--- config.mk ---
export PLATFORM = sky130hd
export DESIGN_NAME = opc_out_port
export DESIGN_NICKNAME = d
export VERILOG_FILES = /design/src/logic/opc_isa_pkg.sv /design/src/logic/opc_bus_pkg.sv /design/src/logic/opc_out_port.sv
export VERILOG_INCLUDE_DIRS = /design/src /design/src/logic
export SDC_FILE = /design/constraint.sdc
export NUM_CORES = 1
export LEC_CHECK = 0
export ABC_CLOCK_PERIOD_IN_PS = 800
export BUFFER_PORTS_ARGS = -buffer_cell sky130_fd_sc_hd__buf_2
export CAP_MARGIN = 10
export CORE_MARGIN = 4
export CORE_UTILIZATION = 31
export CTS_CLUSTER_DIAMETER = 100
export CTS_CLUSTER_SIZE = 25
export DETAILED_ROUTE_END_ITERATION = 8
export GPL_TIMING_DRIVEN = 0
export PLACE_DENSITY = 0.71
export SYNTH_ARGS = -nofsm -noshare
export SYNTH_HDL_FRONTEND = slang
export SYNTH_SLANG_ARGS = --single-unit
--- constraint.sdc ---
create_clock -name clk -period 0.8 [get_ports clk]
set_clock_uncertainty 0.2 [all_clocks]
set_input_delay 0.04 -clock clk [delete_from_list [all_inputs] [get_ports clk]]
set_output_delay 0.04 -clock clk [all_outputs]
set_load 0.05 [all_outputs]
--- src/logic/opc_defs.svh ---
`ifndef OPC_DEFS_SVH
`define OPC_DEFS_SVH

// data and address word width.
`define OPC_WORD_W 16

// memory address bits, upper bits of the bus address are ignored.
`define OPC_MEM_AW 12

// number of general registers.
`define OPC_REGS 16

// store here to report a result.
`define OPC_OUT_ADDR 16'hFF00

`endif

--- src/logic/opc_isa_pkg.sv ---
package opc_isa_pkg;

   `include "opc_defs.svh"

   typedef logic [`OPC_WORD_W-1:0] word_t;
   typedef logic [3:0]             reg_idx_t;

   // instruction word fields.
   localparam int bit_pred_c   = 15;
   localparam int bit_pred_nz  = 14;
   localparam int bit_indirect = 12;
   localparam int bit_op_hi    = 11;
   localparam int bit_op_lo    = 10;
   localparam int bit_src_hi   = 7;
   localparam int bit_src_lo   = 4;
   localparam int bit_dst_hi   = 3;
   localparam int bit_dst_lo   = 0;

   // r0 reads as zero, r15 is the program counter.
   localparam reg_idx_t reg_zero = 4'h0;
   localparam reg_idx_t reg_pc   = 4'hF;

   typedef enum logic [1:0] {
      op_ld   = 2'b00,
      op_add  = 2'b01,
      op_nand = 2'b10,
      op_sto  = 2'b11
   } op_e;

   typedef enum logic [2:0] {
      st_fetch0 = 3'h0,
      st_fetch1 = 3'h1,
      st_ea_ed  = 3'h2,
      st_rdmem  = 3'h3,
      st_exec   = 3'h4,
      st_wrmem  = 3'h5
   } cpu_state_e;

endpackage

--- src/logic/opc_bus_pkg.sv ---
package opc_bus_pkg;

   // single-cycle bus from the core, no wait states.
   typedef struct packed {
      opc_isa_pkg::word_t addr;
      opc_isa_pkg::word_t wdata;
      logic               we;
   } bus_t;

   // program image load, one word per cycle while en is high.
   typedef struct packed {
      logic               en;
      opc_isa_pkg::word_t addr;
      opc_isa_pkg::word_t data;
   } load_t;

endpackage

--- src/logic/opc_out_port.sv ---
`timescale 1ns/10ps

`include "opc_defs.svh"

module opc_out_port (
   input  logic               clk,
   input  logic               reset_b,
   input  opc_bus_pkg::bus_t  bus,
   output opc_isa_pkg::word_t out_data,
   output logic               out_valid
);
   logic hit;

   assign hit = bus.we && (bus.addr == `OPC_OUT_ADDR);

   always_ff @(posedge clk or negedge reset_b)
   begin
      if (!reset_b)
         out_valid <= 1'b0;
      else
         out_valid <= hit;
   end

   always_ff @(posedge clk)
   begin
      if (hit)
         out_data <= bus.wdata;
   end

   // stores from the core are at least four cycles apart.
   a_single_pulse: assert property (@(posedge clk) disable iff (!reset_b)
      out_valid |=> !out_valid);

endmodule

==> impl_metrics.sql <==
INSERT INTO impl_metrics (metric_group, metric, value, unit) VALUES
('logic_synthesis', 'post_synth_xor_xnor_area', '0', ''),
('place', 'port-buffer-count', '51', ''),
('worst_hold_path', 'hold_class', 'input port to flop', ''),
('route', 'drcViolationCount', '0', ''),
('sta', 'grt_setup_unrepaired', 'true', ''),
('route', 'drt_iter0_drc', '0', ''),
('clock_tree', 'numCtsBuffers', '3', ''),
('worst_setup_path', 'worst-endpoint-required', '0.59', 'ns'),
('route', 'routed-via-count', '428', ''),
('worst_setup_path', 'endpoint_kind', 'flop', ''),
('floorplan', 'die_outline_area', '2510', 'µm²'),
('sta', 'worst_max_slew_pin_slew', '0.269', 'ns'),
('sta', 'finalHoldWorstSlack', '-0.271', 'ns'),
('final_layout', 'post_route_cells_drive_above_1_share', '0.741', ''),
('logic_synthesis', 'syn_nets', '58', ''),
('logic_synthesis', 'synth-seq-area-share', '0.918', ''),
('logic_synthesis', 'netlist_top_cells_area', 'sky130_fd_sc_hd__edfxtp_1 (87%), sky130_fd_sc_hd__dfrtp_1 (4.5%), sky130_fd_sc_hd__nor4_2 (2.3%)', ''),
('clock_tree', 'h-tree-depth', '1', ''),
('floorplan', 'fp.coreArea', '1590', 'µm²'),
('final_layout', 'nNetsFinal', '117', ''),
('clock_tree', 'tritoncts', 'built', ''),
('logic_synthesis', 'yosys.area.top_type_share', '0.873', ''),
('worst_hold_path', 'holdPathEnd', 'out_data[4]$_DFFE_PP_', ''),
('sta', 'fmaxAchievable', '0.805', 'GHz'),
('sta', 'finalMaxSlewViolations', '0', ''),
('worst_hold_path', 'hold_path_stages', '1', ''),
('worst_hold_path', 'timing.hold.worst.start', 'bus[5]', ''),
('sta', 'finalSetupTns', '-11.73', 'ns'),
('route', 'totalWireLength', '1300', 'µm'),
('grt', 'grt_pass1_vias', '462', ''),
('route', 'detailedRoute.firstPassIterationCount', '1', ''),
('logic_synthesis', 'dominant_combinational_cell_family_by_area_after_synthesis', 'simple AND/OR/NAND/NOR gates', ''),
('logic_synthesis', 'ys_async_sr_fraction', '0.0588', ''),
('clock_tree', 'worst_setup_hold_path_clk_slew', '0.09', 'ns'),
('floorplan', 'pin_count', '52', ''),
('logic_synthesis', 'synth_edf_count', '16', ''),
('place', 'detailedPlace.worstSlack', '-1.23', 'ns'),
('route', 'post_drt_via_cell_ratio', '4.08', ''),
('logic_synthesis', 'post_synth_top_area_cell', 'sky130_fd_sc_hd__edfxtp_1', ''),
('logic_synthesis', 'post_synth_instance_area', '551', 'µm²'),
('route', 'drt-wirelength-per-cell', '12.4', 'µm'),
('sta', 'finalSetupViolCount', '34', ''),
('grt', 'grt_util_all_layers', '0.119', ''),
('place', 'place_congestion', '0.595', ''),
('run_status', 'status', 'finished, violations left', ''),
('grt', 'grt_start_max_net_pins', '11', ''),
('logic_synthesis', 'netlist-cell-type-count', '8', ''),
('grt', 'antenna_violations_before_repair', '0', ''),
('worst_setup_path', 'critical_path_arrival', '1.04', 'ns'),
('worst_setup_path', 'worst-path-max-fanout', '10', ''),
('floorplan', 'count_of_standard_cell_rows', '14', ''),
('clock_tree', 'clock_sink_count', '17', ''),
('floorplan', 'starting_density_of_the_core', '0.345', ''),
('grt', 'grt_pass1_wl', '2110', 'µm'),
('logic_synthesis', 'ys.flop_type', 'sky130_fd_sc_hd__edfxtp_1', ''),
('final_layout', 'stdcell_area', '1030', 'µm²'),
('logic_synthesis', 'netlist_instances', '23', ''),
('clock_tree', 'postCtsHoldBufs', '1', ''),
('logic_synthesis', 'synthesis.area_per_instance', '23.9', 'µm²'),
('route', 'postRouteAntennaNets', '0', ''),
('place', 'post_dp_cell_area', '851', 'µm²'),
('sta', 'final.setup.worst_slack', '-0.443', 'ns'),
('grt', 'grt_remaining_overflow', '0', ''),
('run_status', 'violated_checks', 'hold timing, setup timing', ''),
('sta', 'finalCritPeriodShare', '1.55', ''),
('sta', 'hold_violations', '18', ''),
('pwr', 'p_leak', '0.447', 'nW'),
('logic_synthesis', 'synth_simple_gate_area_frac', '0.0818', ''),
('floorplan', 'die_w', '50.1', 'µm'),
('clock_tree', 'clock_tree.root_cell', 'sky130_fd_sc_hd__clkbuf_4', ''),
('final_layout', 'syn2layout_area_growth', '88.0', '%');
[worst max-delay path, stage by stage]
cell and delay [ns]:
sky130_fd_sc_hd__buf_6 0.09, sky130_fd_sc_hd__or3_4 0.38, sky130_fd_sc_hd__nor4_4 0.33, sky130_fd_sc_hd__buf_6 0.19
[per-layer routing]
layer  track usage  vias to the layer above  share of wire
met1         0.108                      187           0.30
li1              -                      211              -
met4        0.0415                        0              0
met5             0                        -              0
met2         0.220                       30           0.58
met3        0.0651                        0           0.12
[final cells by class]
| cell class | count | area (µm²) |
|---|---|---|
| clock buffer | 4 | 26.3 |
| fill | 121 | 559 |
| multi-input combinational | 6 | 65.1 |
| sequential | 17 | 507 |
| tap | 24 | 30.0 |
| timing repair buffer | 54 | 407 |
[worst max-delay path by stage]
| stage | from | endpoint | slack (ns) | cells past startpoint |
|---|---|---|---|---|
| detailed placement | bus[18] | out_data[11]$_DFFE_PP_ | -1.23 | 3 |
| floorplan | bus[18] | out_data[0]$_DFFE_PP_ | -0.93 | 2 |
| CTS | bus[22] | out_data[12]$_DFFE_PP_ | -0.46 | 5 |
| global placement | bus[18] | out_data[11]$_DFFE_PP_ | -1.20 | 3 |
| finish | bus[18] | out_data[15]$_DFFE_PP_ | -0.44 | 4 |
| global route | bus[18] | out_data[7]$_DFFE_PP_ | -0.47 | 4 |
[timing repair]
item | 4_1_cts | 5_1_grt
pin swaps | 1 | 1
buffers inserted | 2 | 0
hold endpoints to repair | 18 | 18
endpoints found under the setup margin | 34 | 34
gates resized for setup | 38 | 1
[cells by family (layout without fill, tap and decap cells)]
family / Yosys count / in the layout
and+or+nand+nor: 6 / 6
buffers and inverters: 0 / 58
DFF: 17 / 17
[state kept, by name, indices dropped and copies added, names as in the netlist]
register / cells
out_data: 16
out_valid: 1
[through the flow]
step | total power [mW] | util
after floorplan | 1.00 | -
after global placement | 1.08 | 0.534
after detailed placement | 1.08 | 0.534
after CTS | 1.51 | 0.645
after global routing | 1.59 | 0.649
final | 1.50 | 0.649
[layout by cell type (no fill, tap or decap)]
master	count
sky130_fd_sc_hd__buf_2	32
sky130_fd_sc_hd__buf_6	21
sky130_fd_sc_hd__edfxtp_1	16
sky130_fd_sc_hd__clkbuf_4	3
sky130_fd_sc_hd__nor4_2	1
sky130_fd_sc_hd__nand3_1	1
sky130_fd_sc_hd__nand4b_1	1
sky130_fd_sc_hd__nand4_1	1
sky130_fd_sc_hd__or3_4	1
sky130_fd_sc_hd__nor4_4	1
sky130_fd_sc_hd__clkbuf_1	1
sky130_fd_sc_hd__dlygate4sd3_1	1
sky130_fd_sc_hd__dfrtp_2	1
[power breakdown]
part           switching, mW  internal [mW]  leakage (nW)
Combinational         0.0283         0.0721         0.276
Clock                  0.239          0.193        0.0150
Sequential        0.00000543          0.971         0.156
Total                  0.267           1.24         0.447
(Power assumes the default switching activity.)
