<file path="src/logic/opc_defs.svh">
`ifndef OPC_DEFS_SVH
`define OPC_DEFS_SVH

// data and address word width.
`define OPC_WORD_W 16

// memory address bits, upper bits of the bus address are ignored.
`define OPC_MEM_AW 12

// number of general registers.
`define OPC_REGS 16

// store here to report a result.
`define OPC_OUT_ADDR 16'hFF00

`endif

</file>
<file path="src/logic/opc_isa_pkg.sv">
package opc_isa_pkg;

   `include "opc_defs.svh"

   typedef logic [`OPC_WORD_W-1:0] word_t;
   typedef logic [3:0]             reg_idx_t;

   // instruction word fields.
   localparam int bit_pred_c   = 15;
   localparam int bit_pred_nz  = 14;
   localparam int bit_indirect = 12;
   localparam int bit_op_hi    = 11;
   localparam int bit_op_lo    = 10;
   localparam int bit_src_hi   = 7;
   localparam int bit_src_lo   = 4;
   localparam int bit_dst_hi   = 3;
   localparam int bit_dst_lo   = 0;

   // r0 reads as zero, r15 is the program counter.
   localparam reg_idx_t reg_zero = 4'h0;
   localparam reg_idx_t reg_pc   = 4'hF;

   typedef enum logic [1:0] {
      op_ld   = 2'b00,
      op_add  = 2'b01,
      op_nand = 2'b10,
      op_sto  = 2'b11
   } op_e;

   typedef enum logic [2:0] {
      st_fetch0 = 3'h0,
      st_fetch1 = 3'h1,
      st_ea_ed  = 3'h2,
      st_rdmem  = 3'h3,
      st_exec   = 3'h4,
      st_wrmem  = 3'h5
   } cpu_state_e;

endpackage

</file>
<file path="src/logic/opc_bus_pkg.sv">
package opc_bus_pkg;

   // single-cycle bus from the core, no wait states.
   typedef struct packed {
      opc_isa_pkg::word_t addr;
      opc_isa_pkg::word_t wdata;
      logic               we;
   } bus_t;

   // program image load, one word per cycle while en is high.
   typedef struct packed {
      logic               en;
      opc_isa_pkg::word_t addr;
      opc_isa_pkg::word_t data;
   } load_t;

endpackage

</file>
<file path="src/logic/opc_regfile.sv">
`timescale 1ns/10ps

`include "opc_defs.svh"

module opc_regfile (
   input  logic                  clk,
   input  opc_isa_pkg::reg_idx_t rd_idx,
   input  opc_isa_pkg::word_t    pc,
   output opc_isa_pkg::word_t    rd_data,
   input  logic                  wr_en,
   input  opc_isa_pkg::reg_idx_t wr_idx,
   input  opc_isa_pkg::word_t    wr_data
);
   import opc_isa_pkg::*;

   word_t regs [`OPC_REGS];

   always_ff @(posedge clk)
   begin
      if (wr_en)
         regs[wr_idx] <= wr_data;
   end

   // slots 0 and 15 are written but never read back.
   always_comb
   begin
      if (rd_idx == reg_zero)
         rd_data = '0;
      else if (rd_idx == reg_pc)
         rd_data = pc;
      else
         rd_data = regs[rd_idx];
   end

endmodule

</file>
<file path="src/logic/opc_cpu.sv">
`timescale 1ns/10ps

module opc_cpu (
   input  logic               clk,
   input  logic               reset_b,
   output opc_bus_pkg::bus_t  bus,
   input  opc_isa_pkg::word_t rdata
);
   import opc_isa_pkg::*;

   cpu_state_e state;
   word_t      ir;
   word_t      opnd;
   word_t      pc;
   word_t      src_val;
   word_t      result;
   logic       carry_q;
   logic       zero_q;
   logic       carry_d;
   logic       pred_ok;
   logic       rf_wr_en;
   op_e        op;
   reg_idx_t   src_idx;
   reg_idx_t   dst_idx;

   assign op      = op_e'(ir[bit_op_hi:bit_op_lo]);
   assign src_idx = ir[bit_src_hi:bit_src_lo];
   assign dst_idx = ir[bit_dst_hi:bit_dst_lo];

   // a set predicate bit demands its flag condition.
   assign pred_ok = (!ir[bit_pred_c] || carry_q) && (!ir[bit_pred_nz] || !zero_q);

   assign rf_wr_en = (state == st_exec);

   opc_regfile u_regfile (
      .clk     (clk),
      .rd_idx  (src_idx),
      .pc      (pc),
      .rd_data (src_val),
      .wr_en   (rf_wr_en),
      .wr_idx  (dst_idx),
      .wr_data (result)
   );

   // alu, carry held unless add.
   always_comb
   begin
      result  = opnd;
      carry_d = carry_q;
      case (op)
         op_add:
            {carry_d, result} = {1'b0, src_val} + {1'b0, opnd};
         op_nand:
            result = ~(src_val & opnd);
         default:
            result = opnd;
      endcase
   end

   always_ff @(posedge clk or negedge reset_b)
   begin
      if (!reset_b)
         state <= st_fetch0;
      else
      begin
         case (state)
            st_fetch0:
               state <= st_fetch1;
            st_fetch1:
               state <= pred_ok ? st_ea_ed : st_fetch0;
            st_ea_ed:
            begin
               if (ir[bit_indirect])
                  state <= st_rdmem;
               else if (op == op_sto)
                  state <= st_wrmem;
               else
                  state <= st_exec;
            end
            st_rdmem:
               state <= st_exec;
            default:
               state <= st_fetch0;
         endcase
      end
   end

   always_ff @(posedge clk)
   begin
      if (state == st_fetch0)
         ir <= rdata;
   end

   // operand, then effective address, then memory data if indirect.
   always_ff @(posedge clk)
   begin
      case (state)
         st_fetch1, st_rdmem:
            opnd <= rdata;
         st_ea_ed:
            opnd <= src_val + opnd;
         default:
            opnd <= opnd;
      endcase
   end

   always_ff @(posedge clk or negedge reset_b)
   begin
      if (!reset_b)
         pc <= '0;
      else if (state == st_fetch0 || state == st_fetch1)
         pc <= pc + 1'b1;
      else if (state == st_exec && dst_idx == reg_pc)
         pc <= result;
   end

   always_ff @(posedge clk or negedge reset_b)
   begin
      if (!reset_b)
      begin
         carry_q <= 1'b0;
         zero_q  <= 1'b0;
      end
      else if (state == st_exec)
      begin
         carry_q <= carry_d;
         zero_q  <= (result == '0);
      end
   end

   always_comb
   begin
      bus.addr  = (state == st_wrmem || state == st_rdmem) ? opnd : pc;
      bus.wdata = src_val;
      bus.we    = (state == st_wrmem);
   end

   a_state_legal: assert property (@(posedge clk) disable iff (!reset_b)
      state inside {st_fetch0, st_fetch1, st_ea_ed, st_rdmem, st_exec, st_wrmem});

   // a write cycle is always entered straight from address formation.
   a_we_wrmem: assert property (@(posedge clk) disable iff (!reset_b)
      bus.we |-> (state == st_wrmem) && ($past(state) == st_ea_ed));

endmodule

</file>
<file path="config.mk">
export PLATFORM = sky130hd
export DESIGN_NAME = opc_cpu
export DESIGN_NICKNAME = d
export VERILOG_FILES = /design/src/logic/opc_isa_pkg.sv /design/src/logic/opc_bus_pkg.sv /design/src/logic/opc_regfile.sv /design/src/logic/opc_cpu.sv
export VERILOG_INCLUDE_DIRS = /design/src /design/src/logic
export SDC_FILE = /design/constraint.sdc
export NUM_CORES = 1
export LEC_CHECK = 0
export BUFFER_PORTS_ARGS = -buffer_cell sky130_fd_sc_hd__buf_2
export CAP_MARGIN = 0
export CORE_ASPECT_RATIO = 2
export CORE_MARGIN = 5
export CORE_UTILIZATION = 55
export DETAILED_ROUTE_END_ITERATION = 8
export GPL_ROUTABILITY_DRIVEN = 0
export GPL_TIMING_DRIVEN = 0
export PLACE_DENSITY = 0.81
export SLEW_MARGIN = 20
export SYNTH_ARGS = -nofsm -noshare
export SYNTH_HDL_FRONTEND = slang
export SYNTH_SLANG_ARGS = --single-unit
</file>
<file path="constraint.sdc">
create_clock -name clk -period 7.75 [get_ports clk]
set_input_delay 1.9375 -clock clk [delete_from_list [all_inputs] [get_ports clk]]
set_output_delay 1.9375 -clock clk [all_outputs]
set_load 0.01 [all_outputs]
</file>
==> results.yml <==
synthesis:
  synth_cells: 832
  synth_area_mm2: 0.0137
  yosysMostFrequentCell: "edfxtp_1"
  synth_async_sr_flop_share_pct: 6.77
  seq_area_frac_synth_pct: 66.7
  yosysTopAreaCell: "edfxtp_1"
  synth.distinct_cells: 69
  ys_top_cells_by_count: "edfxtp_1, nand2_1, mux4_2"
  synthesis.nets: 871
  yosys-top-cells-area: "edfxtp_1, mux4_2, dfrtp_1"
  synth.avg_cell_area_um2: 16.5
  synth_edf_count: 285
  ys_warn_count: 0
  synth_top_area_share_pct: 62.3
  ys.flop_type: "edfxtp_1"
  synth_seq_cells: 310
floorplan:
  start_util_pct: 56.0
  die_x_um: 122
  fp.dieArea_mm2: 0.0284
  core-area_mm2: 0.0245
  row_count: 81
  io_pins: 51
  dieHeight_um: 233
worst_setup_path:
  path_class: "flop to flop"
  critPathBufInv: 2
  crit_fanout: 18
  crit_top_cell: "mux4_2"
  start_kind: "flop"
  cp-end-kind: "flop"
  cp.required_ns: 8.13
  crit_family: "compound AO/OA/AOI/OAI gates"
  crit_chain: "clkbuf_1, buf_1, mux4_2, mux4_2, nand2_1, a21oi_1, ha_1, fa_1, a21o_4, a221oi_2, or4b_2, nand3_1, a2111oi_0, or4b_1, o31ai_2"
  max_stage_delay_ns: 0.80
  critical_path_depth: 15
  slowest_stage: "buf_1"
  worst_r2r_path_depth: 15
  crit_arrival_ns: 7.15
detailed_routing:
  drt_iter0_drc: 861
  route.vias.total: 8514
  viasPerCell: 6.64
  drc: 0
  antenna_left: 0
  first_pass_iters: 5
  drt-wirelength-per-cell_um: 28.9
  routed_wl_um: 37000
timing:
  timing.final.ws_setup_ns: 0.985
  drv_slew: 0
  worstMarginPinSlew_ns: 0.984
  min_period_ns: 6.77
  fin_skew_ns: 0.0114
  tns_ns: 0
  rsz0062_at_grt: "false"
  hold_viol_final: 0
  fmax_ghz: 0.148
  slew_headroom_pct: 34.4
  post-route-period-util_pct: 87.3
  whs_ns: 0.522
  setup_viol: 0
finish:
  fillers: 1676
  layout.nets: 974
  syn_to_final_growth_pct: 13.2
  final_cell_count_no_fill: 1283
  drive_gt1_share_pct: 27.9
  diodes: 0
global_route:
  grt_pass1_vias: 8978
  grt_pass1_wl_um: 54800
  grt_max_degree: 22
  overflow: 0
  antenna_found_initial: 0
  track_usage_pct: 26.6
cts:
  clockBufferDepth: 3
  h-tree-depth: 1
  worst_skew_pair.late_latency_ns: 0.54
  cts_buffers: 25
  cts_setup_buffers: 0
  postCtsHoldBufs: 0
  clkTransAtPathRegs_ns: 0.07
  tritoncts: "built"
  ctsRootBufferMaster: "clkbuf_16"
  cts_resized: 0
  clock_sinks: 310
status:
  status: "completed"
place:
  portBuffers: 50
  dp.cells: 1238
  hpwl_um: 25600
  pre_cts_slack_ns: 1.14
hold_path:
  holdPathStages: 1
  worstHoldPathType: "flop to flop"
job:
  cap_violations: 0
==> worst reg2reg max path, stage by stage, from the launching register on <==
cell and delay (ns):
dfxtp_1 0.33, clkbuf_1 0.50, buf_1 0.80, mux4_2 0.64, mux4_2 0.48, nand2_1 0.08
a21oi_1 0.10, ha_1 0.28, fa_1 0.43, a21o_4 0.26, a221oi_2 0.48, or4b_2 0.22
nand3_1 0.54, a2111oi_0 0.52, or4b_1 0.49, o31ai_2 0.47
==> kinds of logic (layout without fill, tap and decap cells) <==
| group | Yosys count | in the layout | share of synthesized area (%) |
|---|---|---|---|
| AOI/OAI and AO/OA | 127 | 127 | 6.29 |
| buffers and inverters | 51 | 170 | 1.62 |
| adders and majority gates | 21 | 21 | 1.97 |
| xor gates and xnor gates | 15 | 15 | 0.957 |
| and+or+nand+nor | 200 | 200 | 7.04 |
| DFF | 310 | 310 | 66.7 |
| muxes | 108 | 108 | 15.4 |
==> registers in the layout, indices dropped and copies added (netlist names), named ones only <==
signal	count
opnd	16
zero_q	1
carry_q	1
state	3
u_regfile.regs	256
ir	13
pc	16
==> cell type report <==
type	count	area [µm²]	share of cell area, %
flip-flops and latches	310	9160	58.9
multi-input cells	471	4410	28.4
clock buffers	27	633	4.07
repair buffers	76	510	3.28
well taps	332	415	2.67
clock inverters	16	190	1.22
plain buffers	38	178	1.14
inverters	13	48.8	0.314
==> cells in the final DEF (no fill, tap or decap), types with 5 or more instances in the layout <==
master / instances
edfxtp_1: 285
nand2_1: 89
mux4_2: 80
buf_2: 52
a21oi_1: 36
o21ai_0: 28
clkbuf_1: 25
mux2_2: 25
clkbuf_16: 25
nor2_1: 23
dfrtp_1: 21
ha_1: 20
buf_6: 16
nor3b_1: 13
nand3_1: 13
inv_1: 12
nor2_2: 12
and3_1: 10
o211ai_1: 10
buf_4: 10
xor2_1: 9
buf_1: 7
nand2b_1: 7
a21o_1: 6
xnor2_1: 6
o21ai_1: 5
a221o_1: 5
nor3_2: 5
clkinv_2: 5
==> metal layers <==
| layer | vias to the layer above | GRT usage, % | part of all wire [%] |
|---|---|---|---|
| met5 | - | 0 | 0 |
| met4 | 0 | 19.8 | 8.4 |
| met3 | 176 | 3.56 | 6.3 |
| met2 | 551 | 49.2 | 55 |
| met1 | 4269 | 26.2 | 30 |
| li1 | 3518 | - | - |
==> stage by stage <==
stage	cell area (µm²)	util, %
floorplan	13700	-
global placement	14400	58.7
detailed placement	14700	60.0
CTS	15500	63.3
global route	15500	63.4
finish	15500	63.4
==> worst paths after layout <==
| check | from | end | slack (ns) |
|---|---|---|---|
| setup reg to reg | flop | zero_q | 0.98 |
| hold / removal | ir[12] | state[0] | 0.52 |
| min in group asynchronous | reset_b | state[1] | 1.39 |
| setup / recovery | flop | zero_q | 0.98 |
| hold reg to reg | ir[12] | state[0] | 0.52 |
| max in group asynchronous | reset_b | pc[9] | 5.95 |
Power is not shown: default switching activity piles up to over one toggle a cycle in this logic, so the estimate is an artifact.
